File: src/maze_pkg.sv
package maze_pkg;

    // Tile grid coordinate widths, 32 by 16 tiles at most
    localparam int x_bits = 5;
    localparam int y_bits = 4;

    // One tile of the maze
    typedef struct packed {
        logic [x_bits-1:0] x;
        logic [y_bits-1:0] y;
    } cell_t;

    // Player direction decoded from the keyboard
    typedef enum logic [2:0] {
        dir_none  = 3'd0,
        dir_up    = 3'd1,
        dir_left  = 3'd2,
        dir_down  = 3'd3,
        dir_right = 3'd4
    } dir_e;

    // PS/2 set 2 make codes for W, A, S, D
    localparam logic [7:0] key_up    = 8'h1D;
    localparam logic [7:0] key_left  = 8'h1C;
    localparam logic [7:0] key_down  = 8'h1B;
    localparam logic [7:0] key_right = 8'h23;

    // Pillar pattern
    // a wall sits wherever both coordinates are odd, so every even row and
    // column stays an open corridor
    function automatic logic is_wall(cell_t c);
        return c.x[0] & c.y[0];
    endfunction

endpackage

File: src/step_if.sv
`timescale 1ns/1ps

interface step_if;
    import maze_pkg::*;

    logic  valid;
    logic  ready;
    dir_e  dir;          // Decoded key
    cell_t player;       // Player cell, moved once past player_move
    cell_t prev_player;  // Player cell before the move
    cell_t ghost;        // Ghost cell, moved once past ghost_chase
    cell_t ghost_prev;   // Ghost cell before the chase
    logic  collided;     // Catch flag carried down the chain

    modport source (
        output valid, dir, player, prev_player, ghost, ghost_prev, collided,
        input  ready
    );

    modport sink (
        input  valid, dir, player, prev_player, ghost, ghost_prev, collided,
        output ready
    );

endinterface

File: src/step_decode.sv
`timescale 1ns/1ps

module step_decode (
    input  logic            clock,
    input  logic            resetn,
    input  logic            in_valid,
    output logic            in_ready,
    input  logic [7:0]      key,
    input  maze_pkg::cell_t player,
    input  maze_pkg::cell_t ghost,
    step_if.source          down
);
    import maze_pkg::*;

    dir_e key_dir;

    // Anything other than WASD leaves the player where it is
    always_comb begin
        case (key)
            key_up:    key_dir = dir_up;
            key_left:  key_dir = dir_left;
            key_down:  key_dir = dir_down;
            key_right: key_dir = dir_right;
            default:   key_dir = dir_none;
        endcase
    end

    // Slot free or draining this cycle
    assign in_ready = !down.valid || down.ready;

    always_ff @(posedge clock) begin
        if (!resetn) begin
            down.valid <= 1'b0;
        end else if (in_ready) begin
            down.valid <= in_valid;
        end
    end

    always_ff @(posedge clock) begin
        if (in_valid && in_ready) begin
            down.dir         <= key_dir;
            down.player      <= player;
            down.prev_player <= player;  // Kept for the swap test
            down.ghost       <= ghost;
            down.ghost_prev  <= ghost;   // Rewritten by ghost_chase
            down.collided    <= 1'b0;
        end
    end

    // A stalled item must not change under the next stage
    a_hold_stable: assert property (@(posedge clock) disable iff (!resetn)
        down.valid && !down.ready |=> down.valid && $stable(down.dir) &&
            $stable(down.player) && $stable(down.ghost)
    );

endmodule

File: src/player_move.sv
`timescale 1ns/1ps

module player_move #(
    parameter int grid_w = 32,
    parameter int grid_h = 16
) (
    input  logic   clock,
    input  logic   resetn,
    step_if.sink   up,
    step_if.source down
);
    import maze_pkg::*;

    cell_t target;
    logic  off_grid;
    cell_t next_player;

    // Candidate cell one step in the requested direction
    always_comb begin
        target   = up.player;
        off_grid = 1'b0;
        case (up.dir)
            dir_up: begin
                off_grid = (up.player.y == '0);
                target.y = up.player.y - 1'b1;
            end
            dir_down: begin
                off_grid = (int'(up.player.y) + 1 >= grid_h);
                target.y = up.player.y + 1'b1;
            end
            dir_left: begin
                off_grid = (up.player.x == '0);
                target.x = up.player.x - 1'b1;
            end
            dir_right: begin
                off_grid = (int'(up.player.x) + 1 >= grid_w);
                target.x = up.player.x + 1'b1;
            end
            default: target = up.player;  // No key, no move
        endcase
        next_player = (off_grid || is_wall(target)) ? up.player : target;
    end

    assign up.ready = !down.valid || down.ready;

    always_ff @(posedge clock) begin
        if (!resetn) begin
            down.valid <= 1'b0;
        end else if (up.ready) begin
            down.valid <= up.valid;
        end
    end

    always_ff @(posedge clock) begin
        if (up.valid && up.ready) begin
            down.dir         <= up.dir;
            down.player      <= next_player;
            down.prev_player <= up.prev_player;
            down.ghost       <= up.ghost;
            down.ghost_prev  <= up.ghost_prev;
            down.collided    <= up.collided;
        end
    end

    a_player_open: assert property (@(posedge clock) disable iff (!resetn)
        down.valid && down.ready |-> !is_wall(down.player)
    );

endmodule

File: src/ghost_chase.sv
`timescale 1ns/1ps

module ghost_chase #(
    parameter int grid_w = 32,
    parameter int grid_h = 16
) (
    input  logic   clock,
    input  logic   resetn,
    step_if.sink   up,
    step_if.source down
);
    import maze_pkg::*;

    logic [x_bits-1:0] dist_x;
    logic [y_bits-1:0] dist_y;
    cell_t             step_x;  // One tile toward the player along x
    cell_t             step_y;  // Same along y
    logic              x_first;
    cell_t             next_ghost;

    function automatic logic open_cell(cell_t c);
        return !is_wall(c) && int'(c.x) < grid_w && int'(c.y) < grid_h;
    endfunction

    // Manhattan distance between two cells
    function automatic int cell_gap(cell_t a, cell_t b);
        int gx;
        int gy;
        gx = int'(a.x) - int'(b.x);
        gy = int'(a.y) - int'(b.y);
        if (gx < 0) begin
            gx = -gx;
        end
        if (gy < 0) begin
            gy = -gy;
        end
        return gx + gy;
    endfunction

    always_comb begin
        step_x = up.ghost;
        step_y = up.ghost;
        if (up.player.x > up.ghost.x) begin
            dist_x   = up.player.x - up.ghost.x;
            step_x.x = up.ghost.x + 1'b1;
        end else begin
            dist_x   = up.ghost.x - up.player.x;
            step_x.x = up.ghost.x - 1'b1;  // Unused when dist_x is zero
        end
        if (up.player.y > up.ghost.y) begin
            dist_y   = up.player.y - up.ghost.y;
            step_y.y = up.ghost.y + 1'b1;
        end else begin
            dist_y   = up.ghost.y - up.player.y;
            step_y.y = up.ghost.y - 1'b1;
        end
        x_first = int'(dist_x) >= int'(dist_y);  // Tie goes to x

        next_ghost = up.ghost;
        if (dist_x == '0 && dist_y == '0) begin
            next_ghost = up.ghost;  // Already on the player
        end else if (x_first) begin
            if (open_cell(step_x)) begin
                next_ghost = step_x;
            end else if (dist_y != '0 && open_cell(step_y)) begin
                next_ghost = step_y;
            end
        end else begin
            if (open_cell(step_y)) begin
                next_ghost = step_y;
            end else if (dist_x != '0 && open_cell(step_x)) begin
                next_ghost = step_x;
            end
        end
    end

    assign up.ready = !down.valid || down.ready;

    always_ff @(posedge clock) begin
        if (!resetn) begin
            down.valid <= 1'b0;
        end else if (up.ready) begin
            down.valid <= up.valid;
        end
    end

    always_ff @(posedge clock) begin
        if (up.valid && up.ready) begin
            down.dir         <= up.dir;
            down.player      <= up.player;
            down.prev_player <= up.prev_player;
            down.ghost       <= next_ghost;
            down.ghost_prev  <= up.ghost;
            down.collided    <= up.collided;
        end
    end

    // Ghost never jumps more than one tile per frame
    a_ghost_step: assert property (@(posedge clock) disable iff (!resetn)
        up.valid && up.ready |=> cell_gap(down.ghost, $past(up.ghost)) <= 1
    );

endmodule

File: src/collision_check.sv
`timescale 1ns/1ps

module collision_check (
    input  logic            clock,
    input  logic            resetn,
    step_if.sink            up,
    output logic            out_valid,
    input  logic            out_ready,
    output maze_pkg::cell_t player,
    output maze_pkg::cell_t ghost,
    output logic            collided
);
    import maze_pkg::*;

    logic same_cell;
    logic swapped;

    assign same_cell = (up.player == up.ghost);
    // Passed through each other during the move
    assign swapped   = (up.ghost == up.prev_player) && (up.player == up.ghost_prev);

    assign up.ready = !out_valid || out_ready;

    always_ff @(posedge clock) begin
        if (!resetn) begin
            out_valid <= 1'b0;
        end else if (up.ready) begin
            out_valid <= up.valid;
        end
    end

    always_ff @(posedge clock) begin
        if (up.valid && up.ready) begin
            player   <= up.player;
            ghost    <= up.ghost;
            collided <= up.collided || same_cell || swapped;
        end
    end

    a_no_wall_out: assert property (@(posedge clock) disable iff (!resetn)
        out_valid |-> !is_wall(player) && !is_wall(ghost)
    );

endmodule

File: src/maze_step.sv
`timescale 1ns/1ps

module maze_step #(
    parameter int grid_w = 32,
    parameter int grid_h = 16
) (
    input  logic                        clock,
    input  logic                        resetn,
    input  logic                        in_valid,
    output logic                        in_ready,
    input  logic [7:0]                  key,
    input  logic [maze_pkg::x_bits-1:0] player_x,
    input  logic [maze_pkg::y_bits-1:0] player_y,
    input  logic [maze_pkg::x_bits-1:0] ghost_x,
    input  logic [maze_pkg::y_bits-1:0] ghost_y,
    output logic                        out_valid,
    input  logic                        out_ready,
    output logic [maze_pkg::x_bits-1:0] new_player_x,
    output logic [maze_pkg::y_bits-1:0] new_player_y,
    output logic [maze_pkg::x_bits-1:0] new_ghost_x,
    output logic [maze_pkg::y_bits-1:0] new_ghost_y,
    output logic                        collided
);
    import maze_pkg::*;

    cell_t in_player;
    cell_t in_ghost;
    cell_t out_player;
    cell_t out_ghost;

    assign in_player = '{x: player_x, y: player_y};
    assign in_ghost  = '{x: ghost_x, y: ghost_y};

    assign new_player_x = out_player.x;
    assign new_player_y = out_player.y;
    assign new_ghost_x  = out_ghost.x;
    assign new_ghost_y  = out_ghost.y;

    // Links between the four register slots
    step_if s_dec ();
    step_if s_move ();
    step_if s_chase ();

    step_decode u_decode (
        .clock    (clock),
        .resetn   (resetn),
        .in_valid (in_valid),
        .in_ready (in_ready),
        .key      (key),
        .player   (in_player),
        .ghost    (in_ghost),
        .down     (s_dec.source)
    );

    player_move #(
        .grid_w (grid_w),
        .grid_h (grid_h)
    ) u_move (
        .clock  (clock),
        .resetn (resetn),
        .up     (s_dec.sink),
        .down   (s_move.source)
    );

    ghost_chase #(
        .grid_w (grid_w),
        .grid_h (grid_h)
    ) u_chase (
        .clock  (clock),
        .resetn (resetn),
        .up     (s_move.sink),
        .down   (s_chase.source)
    );

    collision_check u_check (
        .clock     (clock),
        .resetn    (resetn),
        .up        (s_chase.sink),
        .out_valid (out_valid),
        .out_ready (out_ready),
        .player    (out_player),
        .ghost     (out_ghost),
        .collided  (collided)
    );

endmodule

File: config.mk
export PLATFORM = sky130hd
export DESIGN_NAME = maze_step
export DESIGN_NICKNAME = d
export VERILOG_FILES = /design/src/maze_pkg.sv /design/src/step_if.sv /design/src/step_decode.sv /design/src/player_move.sv /design/src/ghost_chase.sv /design/src/collision_check.sv /design/src/maze_step.sv
export SDC_FILE = /design/constraint.sdc
export NUM_CORES = 1
export LEC_CHECK = 0
export ABC_AREA = 1
export BUFFER_PORTS_ARGS = -buffer_cell sky130_fd_sc_hd__buf_2
export CELL_PAD_IN_SITES_DETAIL_PLACEMENT = 0
export CELL_PAD_IN_SITES_GLOBAL_PLACEMENT = 2
export CORE_ASPECT_RATIO = 1.1
export CORE_MARGIN = 5
export CORE_UTILIZATION = 25
export CTS_CLUSTER_SIZE = 20
export DETAILED_ROUTE_END_ITERATION = 12
export HOLD_SLACK_MARGIN = 0.1
export PLACE_DENSITY_LB_ADDON = 0.1
export SETUP_SLACK_MARGIN = 0.5
export SYNTH_ARGS = -nofsm -noshare
export SYNTH_HDL_FRONTEND = slang
export SYNTH_SLANG_ARGS = --single-unit
File: constraint.sdc
create_clock -name clock -period 8.45 [get_ports clock]
set_clock_uncertainty 0.2 [all_clocks]
set_input_delay 1.69 -clock clock [delete_from_list [all_inputs] [get_ports clock]]
set_output_delay 1.69 -clock clock [all_outputs]
set_load 0.005 [all_outputs]
==> flow_metrics.py, run 1 <==
metrics = {
    "floorplan": {
        "die_x_um": 155,
        "fp.coreArea_sq_um": 22900,
        "rows": 58,
        "start_util_pct": 25.4,
        "die_y_um": 170,
        "die_area_sq_um": 26400,
        "ios": 51,
    },
    "route": {
        "avgRoutedWirePerCell_um": 14.1,
        "drt_wl_total_um": 13100,
        "drtIter0Drc": 151,
        "drt_first_pass_iters": 4,
        "vias": 3787,
        "routed_via_density": 4.09,
        "postRouteAntennaNets": 0,
        "drc": 0,
    },
    "critical_path": {
        "r2r_cells": 19,
        "critPathCaptureType": "output port",
        "cp-startpoint": "out_ready",
        "r2r_slack_ns": 4.66,
        "reg2reg_to": "u_chase.down.ghost[7]",
        "crit_path_max_fanout": 3,
        "critPathLaunchType": "input port",
        "crit_required_ns": 6.56,
        "crit_end": "in_ready",
        "crit_type": "input port to output port",
        "regToRegStartpoint": "u_move.down.ghost[7]",
        "cp.arrival_ns": 2.67,
    },
    "clocking": {
        "cts_made_buffers": 9,
        "cts_buffer_depth": 2,
        "root_buffer": "clkbuf_16",
        "insertion_delay_ns": 0.35,
        "cts_hold_buffers": 0,
        "cts-resized-gates": 0,
        "cts_tree": "done",
        "cts_sinks": 107,
        "htree_levels": 3,
        "clk_pin_slew_worst_paths_ns": 0.08,
        "post_cts_buffers": 0,
    },
    "place": {
        "dpl_cell_area_sq_um": 6410,
        "gp_congestion": 0.785,
        "pre_cts_slack_ns": 3.89,
        "hpwlAfterDp_um": 10500,
        "portBuffers": 50,
    },
    "job": {
        "drv_cap": 0,
    },
    "logic_synthesis": {
        "ys_ff_latch": 107,
        "synth_area_leaders": "edfxtp_1 (53%), nand2_1 (7.4%), ha_1 (6.5%)",
        "yosys_warnings": 0,
        "async_flop_share_pct": 0,
        "synth_flop_cell": "edfxtp_1",
        "netlist_instances": 563,
        "syn-cell-area_sq_um": 5820,
        "seq_area_frac_synth_pct": 54.6,
        "synth_edf_count": 103,
        "synth.avg_cell_area_sq_um": 10.3,
        "post-synth-top-count-cell": "nand2_1",
        "synth_cell_types": 41,
        "synth_area_leader_cell": "edfxtp_1",
        "synth_top_area_share_pct": 53.2,
        "synth_nets": 631,
        "synthTopCellsByCount": "nand2_1 (114), edfxtp_1 (103), inv_1 (79)",
    },
    "sta": {
        "fin_crit_sh_pct": 54.0,
        "hold_viol_final": 0,
        "finalCriticalPeriod_ns": 4.56,
        "slew_headroom_pct": 27.7,
        "drv_slew": 0,
        "rsz0062_at_grt": "false",
        "tns_ns": 0,
        "fmax_mhz": 219,
        "worstMarginPinSlew_ns": 1.08,
        "finalSetupViolCount": 0,
        "setup_slack_ns": 3.89,
    },
    "power_and_ir_drop": {
        "finalPower_mw": 1.29,
        "internal_power_mw": 0.931,
        "comb_power_share_pct": 17.6,
        "sw_frac_of_total_pct": 27.9,
        "p_clk_share_pct": 33.4,
        "seqPwrFrac_pct": 49.0,
        "p_switching_mw": 0.360,
        "ir_drop_mv": 0.0811,
        "leakage_nw": 2.80,
        "power.density_nw_per_um2": 192,
    },
    "cells_and_area": {
        "diodes": 0,
        "postLayoutCoreUtil_pct": 29.3,
        "syn2layout_area_growth_pct": 15.4,
        "final_area_sq_um": 6710,
        "drive_gt1_share_pct": 18.9,
        "final_nets": 688,
        "multiInputGateArea_sq_um": 2270,
        "fillers": 2459,
        "regArea_sq_um": 3170,
    },
    "status": {
        "status": "completed",
    },
    "grt": {
        "antenna_found_initial": 0,
        "overflow": 0,
        "grt_usage_pct": 10.3,
        "grt_max_degree": 37,
        "grt_pass1_vias": 3873,
        "grt_pass1_wl_um": 21000,
    },
    "hold_path": {
        "hold_path.class": "flip-flop to flip-flop",
    },
}
[sequential cells by signal, indices dropped and copies added (netlist names)]
register	flops
u_move.down.valid	1
u_check.ghost	9
u_chase.down.ghost_prev	9
u_move.down.prev_player	9
u_move.down.player	9
u_decode.down.dir	3
u_move.down.ghost	9
u_chase.down.prev_player	9
u_decode.down.player	9
u_check.out_valid	1
u_chase.down.ghost	9
u_check.collided	1
u_decode.down.valid	1
u_decode.down.ghost	9
u_chase.down.valid	1
u_chase.down.player	9
u_check.player	9
[power by group through the flow]
stage | Clock (mW) | Sequential, mW | Combinational [mW]
detailed placement | 0 | 0.646 | 0.233
floorplan | 0 | 0.636 | 0.181
CTS | 0.445 | 0.634 | 0.234
finish | 0.431 | 0.633 | 0.228
global route | 0.468 | 0.636 | 0.263
global placement | 0 | 0.646 | 0.232
[placed cells by master (no fill, tap or decap), types with 5 or more instances in the layout]
cell and instances:
inv_2 9, nor2_1 31, buf_2 50, a21oi_1 23, xor2_1 20, nand3_1 38, nand2_2 12, inv_1 79
or2_2 9, edfxtp_1 103, o21ai_0 12, nand2_1 114, fa_1 8, nand4_1 7, ha_1 30, clkbuf_16 9
xnor2_1 7, nor4_1 5
[worst min path at each step]
stage	from	endpoint	slack [ns]	depth (start not counted)
after detailed placement	u_decode.down.ghost[4]	u_move.down.ghost[4]	0.21	0
after global placement	u_move.down.prev_player[4]	u_chase.down.prev_player[4]	0.20	0
after CTS	u_decode.down.ghost[4]	u_move.down.ghost[4]	0.22	0
after floorplan	u_move.down.prev_player[0]	u_chase.down.prev_player[0]	0.20	0
final	u_move.down.prev_player[5]	u_chase.down.prev_player[5]	0.22	0
after global routing	u_decode.down.ghost[4]	u_move.down.ghost[4]	0.24	0
[layout make-up]
type                            count  share of cell area [%]
Sequential cell                   107                    47.3
Multi-Input combinational cell    362                    33.8
Tap cell                          300                    5.59
Inverter                           89                    4.98
Timing Repair Buffer               51                    3.84
Clock buffer                       10                    3.41
Clock inverter                      6                    1.08
[kinds of logic (layout without fill, tap and decap cells)]
kind of cell / Yosys count / in the layout / share of synthesized area, %
fa+ha+maj: 38 / 38 / 9.21
simple gates: 239 / 239 / 19.7
mux: 1 / 1 / 0.194
flops: 107 / 107 / 54.6
buf+inv: 94 / 156 / 6.45
xor+xnor: 27 / 27 / 4.07
compound gates: 57 / 57 / 5.79
[critical path: stages]
cell	delay, ns
buf_2	0.09
nor2_1	0.15
inv_1	0.08
nor2_1	0.08
inv_1	0.07
nor2_1	0.08
inv_1	0.07
nor2_1	0.15
inv_1	0.07
buf_2	0.13
[per-stage QoR]
step	hold WS (ns)	instances
floorplan	0.200	563
global placement	0.204	909
detailed placement	0.205	909
CTS	0.223	925
global route	0.238	925
finish	0.222	925
[routing by layer]
metal | share of wire (%) | global-route usage (%) | vias up
li1 | - | - | 1996
met2 | 46 | 16.7 | 67
met5 | 0 | 0 | -
met1 | 48 | 13.7 | 1708
met4 | 2.0 | 4.00 | 0
met3 | 3.4 | 1.68 | 16
Note: power is estimated with default switching activity, not from simulation.
==> inputs of run 2 (changes only) <==
- clock period: 8.45 -> 4.3 ns (I/O delays scaled with it)
==> flow_metrics.py, run 2 (synthesis results as in run 1) <==
metrics = {
    "cells_and_area": {
        "final_common_cell": "nand2_1",
        "drive_gt1_share_pct": 21.2,
        "layout_common_cells": "nand2_1 (114), edfxtp_1 (103), inv_1 (78)",
        "diodes": 0,
        "fillers": 2455,
        "syn2layout_area_growth_pct": 17.1,
        "final_nets": 702,
    },
    "sta": {
        "tns_ns": 0,
        "setup_slack_ns": 0.791,
        "worstMarginPinSlew_ns": 1.08,
        "rsz0062_at_grt": "false",
        "hold_viol_final": 0,
        "fmax_mhz": 285,
        "finalCriticalPeriod_ns": 3.51,
        "slew_headroom_pct": 27.8,
        "finalSetupViolCount": 0,
        "drv_slew": 0,
        "fin_crit_sh_pct": 81.6,
    },
    "floorplan": {
        "die_x_um": 155,
        "start_util_pct": 25.4,
        "ios": 51,
        "fp.coreArea_sq_um": 22900,
        "rows": 58,
        "die_area_sq_um": 26400,
        "die_y_um": 170,
    },
    "route": {
        "wl_met2_um": 6680,
        "postRouteAntennaNets": 0,
        "vias": 3884,
        "wl_met1_um": 6400,
        "drtIter0Drc": 173,
        "avgRoutedWirePerCell_um": 14.7,
        "routed_via_density": 4.15,
        "drt_first_pass_iters": 4,
        "drc": 0,
        "top_layer": "met4",
        "drt_wl_total_um": 13800,
        "routed-wl-met3_um": 389,
    },
    "place": {
        "pre_cts_slack_ns": 0.595,
        "gp_congestion": 0.845,
        "hpwlAfterDp_um": 11000,
        "portBuffers": 50,
    },
    "clocking": {
        "insertion_delay_ns": 0.35,
        "cts_made_buffers": 9,
        "cts_tree": "done",
        "cts_buffer_depth": 2,
        "root_buffer": "clkbuf_16",
        "cts_sinks": 107,
        "htree_levels": 3,
        "clk_pin_slew_worst_paths_ns": 0.07,
    },
    "grt": {
        "grt_usage_pct": 10.8,
        "antenna_found_initial": 0,
        "grt_pass1_vias": 3979,
        "grt_max_degree": 37,
        "overflow": 0,
        "grt_pass1_wl_um": 21700,
    },
    "power_and_ir_drop": {
        "power.density_nw_per_um2": 371,
        "ir_drop_mv": 0.207,
        "leakage_nw": 2.85,
    },
    "critical_path": {
        "r2r_slack_ns": 0.79,
        "crit_required_ns": 4.19,
        "cp.arrival_ns": 3.40,
        "critPathLaunchType": "flip-flop",
        "crit_path_max_fanout": 6,
        "crit_type": "flip-flop to flip-flop",
        "critPathCaptureType": "flip-flop",
    },
    "job": {
        "drv_cap": 0,
    },
    "hold_path": {
        "hold_path.class": "flip-flop to flip-flop",
    },
    "status": {
        "status": "completed",
    },
}
==> run 2: cell count changes in the layout (fill, tap and decap cells not counted), moves of 2 or more <==
cell      delta
ha_2         +3
buf_4       +13
clkinv_4     -2
nand2_4      +2
ha_1         -3
==> run 2: path summary, 6_finish.rpt <==
kind	from	endpoint	cells past startpoint
worst min register to register	u_decode.down.ghost[2]	u_move.down.ghost[2]	0
worst max register to register	u_move.down.ghost[0]	u_chase.down.ghost[0]	18
worst min-delay path	u_decode.down.ghost[2]	u_move.down.ghost[2]	0
worst max-delay path	u_move.down.ghost[0]	u_chase.down.ghost[0]	18
==> run 2: through the flow <==
step           util, %  power (mW)  std cells  instance area (sq um)  hold WS [ns]
2_1_floorplan        -        1.60        563                   5820         0.200
3_3_place_gp      28.0        1.73        911                   6430         0.202
3_5_place_dp      28.0        1.73        911                   6430         0.205
4_1_cts           29.2        2.54        925                   6700         0.221
5_1_grt           29.7        2.68        937                   6810         0.227
6_report          29.7        2.53        937                   6810         0.219
==> run 2: layer usage <==
layer  up-vias  global-route usage, %
met1      1776                   14.0
li1       2024                      -
met2        67                   18.0
met4         0                   4.30
met3        17                   1.78
met5         -                      0
==> run 2: cell type report <==
cell class / instances / area [sq um] / share of cell area (%)
Clock buffer: 10 / 229 / 3.36
Timing Repair Buffer: 64 / 355 / 5.22
Sequential cell: 107 / 3170 / 46.6
Multi-Input combinational cell: 363 / 2300 / 33.8
Tap cell: 300 / 375 / 5.51
Clock inverter: 4 / 43.8 / 0.643
Inverter: 89 / 334 / 4.90
==> run 2: timing repair <==
action,CTS,global route
endpoints found under the hold margin,0,0
setup endpoints to repair,0,8
hold buffers,0,0
buffers inserted,0,11
gates resized for setup,0,8
==> run 2: where the power goes <==
part / total [mW] / switching [mW] / internal [mW]
Clock: 0.801 / 0.359 / 0.442
Combinational: 0.489 / 0.301 / 0.188
Sequential: 1.24 / 0.0366 / 1.20
Total: 2.53 / 0.696 / 1.83
==> run 2: critical path: stages, from the launching register on <==
cell and delay, ns:
edfxtp_1 0.45, buf_4 0.18, inv_1 0.12, ha_1 0.16
inv_1 0.07, fa_1 0.49, nand2_1 0.05, o21ai_1 0.12
inv_1 0.07, ha_1 0.26, a21boi_0 0.11, o21ai_0 0.16
a21boi_0 0.12, nor2_2 0.23, nand2_4 0.12, inv_2 0.09
nand2_1 0.07, inv_1 0.11, o21ai_1 0.06
==> inputs of run 3 (changes only) <==
- ABC_AREA: 1 -> 0
- clock period: 4.3 -> 3.35 ns (I/O delays scaled with it)
==> flow_metrics.py, run 3 <==
metrics = {
    "logic_synthesis": {
        "post-synth-top-count-cell": "edfxtp_1",
        "async_flop_share_pct": 0,
        "seq_area_frac_synth_pct": 59.1,
        "ys_ff_latch": 107,
        "netlist_instances": 397,
        "syn-cell-area_sq_um": 5370,
        "synth_edf_count": 103,
        "synthTopCellsByCount": "edfxtp_1 (103), a21oi_1 (30), ha_1 (30)",
        "synth_cell_types": 54,
        "synth_flop_cell": "edfxtp_1",
        "synth_nets": 465,
        "synth_area_leaders": "edfxtp_1 (58%), ha_1 (7.0%), xnor2_1 (4.2%)",
        "yosys_warnings": 0,
        "synth_top_area_share_pct": 57.6,
        "synth_area_leader_cell": "edfxtp_1",
        "synth.avg_cell_area_sq_um": 13.5,
    },
    "hold_path": {
        "hold_path.class": "flip-flop to flip-flop",
        "hold_depth": 0,
        "hp-start": "u_move.down.prev_player[0]",
        "min_to": "u_chase.down.prev_player[0]",
    },
    "route": {
        "routed_via_density": 4.07,
        "drc": 0,
        "routed-wl-met3_um": 343,
        "drt_first_pass_iters": 4,
        "drt_wl_total_um": 11700,
        "top_layer": "met4",
        "wl_met2_um": 5890,
        "vias": 3335,
        "wl_met1_um": 5360,
        "postRouteAntennaNets": 0,
        "drtIter0Drc": 162,
        "avgRoutedWirePerCell_um": 14.3,
    },
    "power_and_ir_drop": {
        "finalPower_mw": 3.04,
        "leakage_nw": 2.73,
        "ir_drop_mv": 0.204,
        "power.density_nw_per_um2": 431,
    },
    "sta": {
        "slew_headroom_pct": 30.1,
        "finalSetupViolCount": 9,
        "finalCriticalPeriod_ns": 3.60,
        "drv_slew": 0,
        "worstMarginPinSlew_ns": 1.04,
        "hold_viol_final": 0,
        "fmax_mhz": 278,
        "whs_ns": 0.221,
        "setup_slack_ns": -0.249,
        "rsz0062_at_grt": "true",
        "fin_crit_sh_pct": 107,
        "tns_ns": -1.46,
    },
    "grt": {
        "grt_pass1_vias": 3644,
        "grt_usage_pct": 10.1,
        "grt_pass1_wl_um": 18900,
        "grt_max_degree": 37,
        "overflow": 0,
        "antenna_found_initial": 0,
    },
    "critical_path": {
        "crit_path_max_fanout": 4,
        "r2r_slack_ns": -0.25,
        "cp.arrival_ns": 3.50,
        "cp_slowest_cell": "edfxtp_1",
        "r2r_cells": 14,
        "critPathLaunchType": "flip-flop",
        "reg2reg_to": "u_chase.down.ghost[1]",
        "crit_required_ns": 3.25,
        "critPathMaxStageDelay_ns": 0.45,
        "cp_num_buf_inv": 0,
        "crit_type": "flip-flop to flip-flop",
        "critPathCaptureType": "flip-flop",
        "cp_cell_sequence": "ha_4 -> and4_4 -> a221oi_4 -> and2_4 -> mux2i_2 -> xnor2_1 -> ha_2 -> nor3_2 -> a211o_1 -> o21ai_2 -> a21oi_2 -> a31oi_2 -> or2_1 -> mux2_4",
        "regToRegStartpoint": "u_move.down.ghost[7]",
        "critPathTopFamily": "simple AND/OR/NAND/NOR gates",
    },
    "cells_and_area": {
        "final_nets": 593,
        "multiInputGateArea_sq_um": 2280,
        "syn2layout_area_growth_pct": 31.2,
        "layout_common_cells": "edfxtp_1 (103), buf_4 (71), buf_2 (50)",
        "postLayoutCoreUtil_pct": 33.2,
        "diodes": 0,
        "instances_no_fill": 820,
        "final_common_cell": "edfxtp_1",
        "fillers": 2157,
        "regArea_sq_um": 3170,
        "final_area_sq_um": 7040,
        "drive_gt1_share_pct": 36.2,
    },
    "floorplan": {
        "ios": 51,
        "fp.coreArea_sq_um": 21200,
        "die_x_um": 150,
        "rows": 56,
        "die_y_um": 164,
        "die_area_sq_um": 24500,
        "start_util_pct": 25.3,
    },
    "place": {
        "hpwlAfterDp_um": 9150,
        "pre_cts_slack_ns": -0.376,
        "gp_congestion": 0.805,
        "portBuffers": 50,
        "dpl_cell_area_sq_um": 6450,
        "dp_cells": 794,
    },
    "status": {
        "status": "complete, but fails checks",
        "failed_checks": "setup timing",
    },
    "clocking": {
        "insertion_delay_ns": 0.35,
        "clk_pin_slew_worst_paths_ns": 0.07,
        "cts_tree": "done",
        "cts_buffer_depth": 2,
        "htree_levels": 3,
        "root_buffer": "clkbuf_16",
        "cts_sinks": 107,
        "cts_made_buffers": 9,
    },
    "job": {
        "drv_cap": 0,
    },
}
-- run 3: changes by cell type after synthesis, moves of 9 or more --
| cell | previous run | this run |
|---|---|---|
| inv_1 | 79 | 28 |
| inv_2 | 9 | 0 |
| mux2i_1 | 0 | 11 |
| nand2_1 | 114 | 15 |
| nand2_2 | 12 | 0 |
| nand3_1 | 38 | 10 |
| nor2_1 | 33 | 13 |
| xnor2_1 | 7 | 26 |
-- run 3: worst max-delay path by stage --
stage | cells after the start | start | endpoint | slack (ns)
after floorplan | 16 | u_move.down.ghost[7] | u_chase.down.ghost[1] | -0.31
after global placement | 15 | u_move.down.player[7] | u_chase.down.ghost[1] | -0.31
after detailed placement | 14 | u_move.down.ghost[7] | u_chase.down.ghost[1] | -0.38
after CTS | 15 | u_move.down.player[7] | u_chase.down.ghost[1] | -0.26
after global routing | 15 | u_move.down.player[7] | u_chase.down.ghost[1] | -0.48
final | 14 | u_move.down.ghost[7] | u_chase.down.ghost[1] | -0.25
-- run 3: logic make-up (layout without fill, tap and decap cells) --
kind of cell | count (synthesis) | count (layout) | share of synthesized area, %
buffers and inverters | 36 | 169 | 2.96
AND/OR/NAND/NOR | 92 | 92 | 10.0
AO/OA/AOI/OAI | 61 | 61 | 7.20
multiplexers | 16 | 16 | 3.10
adder cells (fa/ha/maj) | 38 | 38 | 9.97
flip-flops | 107 | 107 | 59.1
XOR/XNOR | 47 | 47 | 7.67
-- run 3: power breakdown --
group	internal (mW)	total (mW)	switching, mW
clock	0.600	1.06	0.461
sequential	1.52	1.55	0.0292
combinational	0.224	0.429	0.205
-- run 3: area by class of cell --
cell class / count / share of cell area, %
clock buffers: 12 / 3.50
clock inverters: 4 / 0.711
inverters: 28 / 1.49
multi-input cells: 254 / 32.3
flip-flops and latches: 107 / 45.1
well taps: 290 / 5.15
repair buffers: 125 / 11.8
-- run 3: what timing repair did --
item                       CTS  global route
setup buffers                9             1
hold buffers                 0             0
resized for setup           31            16
pin swaps                   12            10
cloned                       0             0
setup endpoints to repair    9             9
-- run 3: layer usage --
layer | vias up | GRT usage, %
met5 | - | 0
met4 | 0 | 3.16
met3 | 8 | 2.12
met2 | 41 | 17.6
met1 | 1571 | 12.4
li1 | 1715 | -
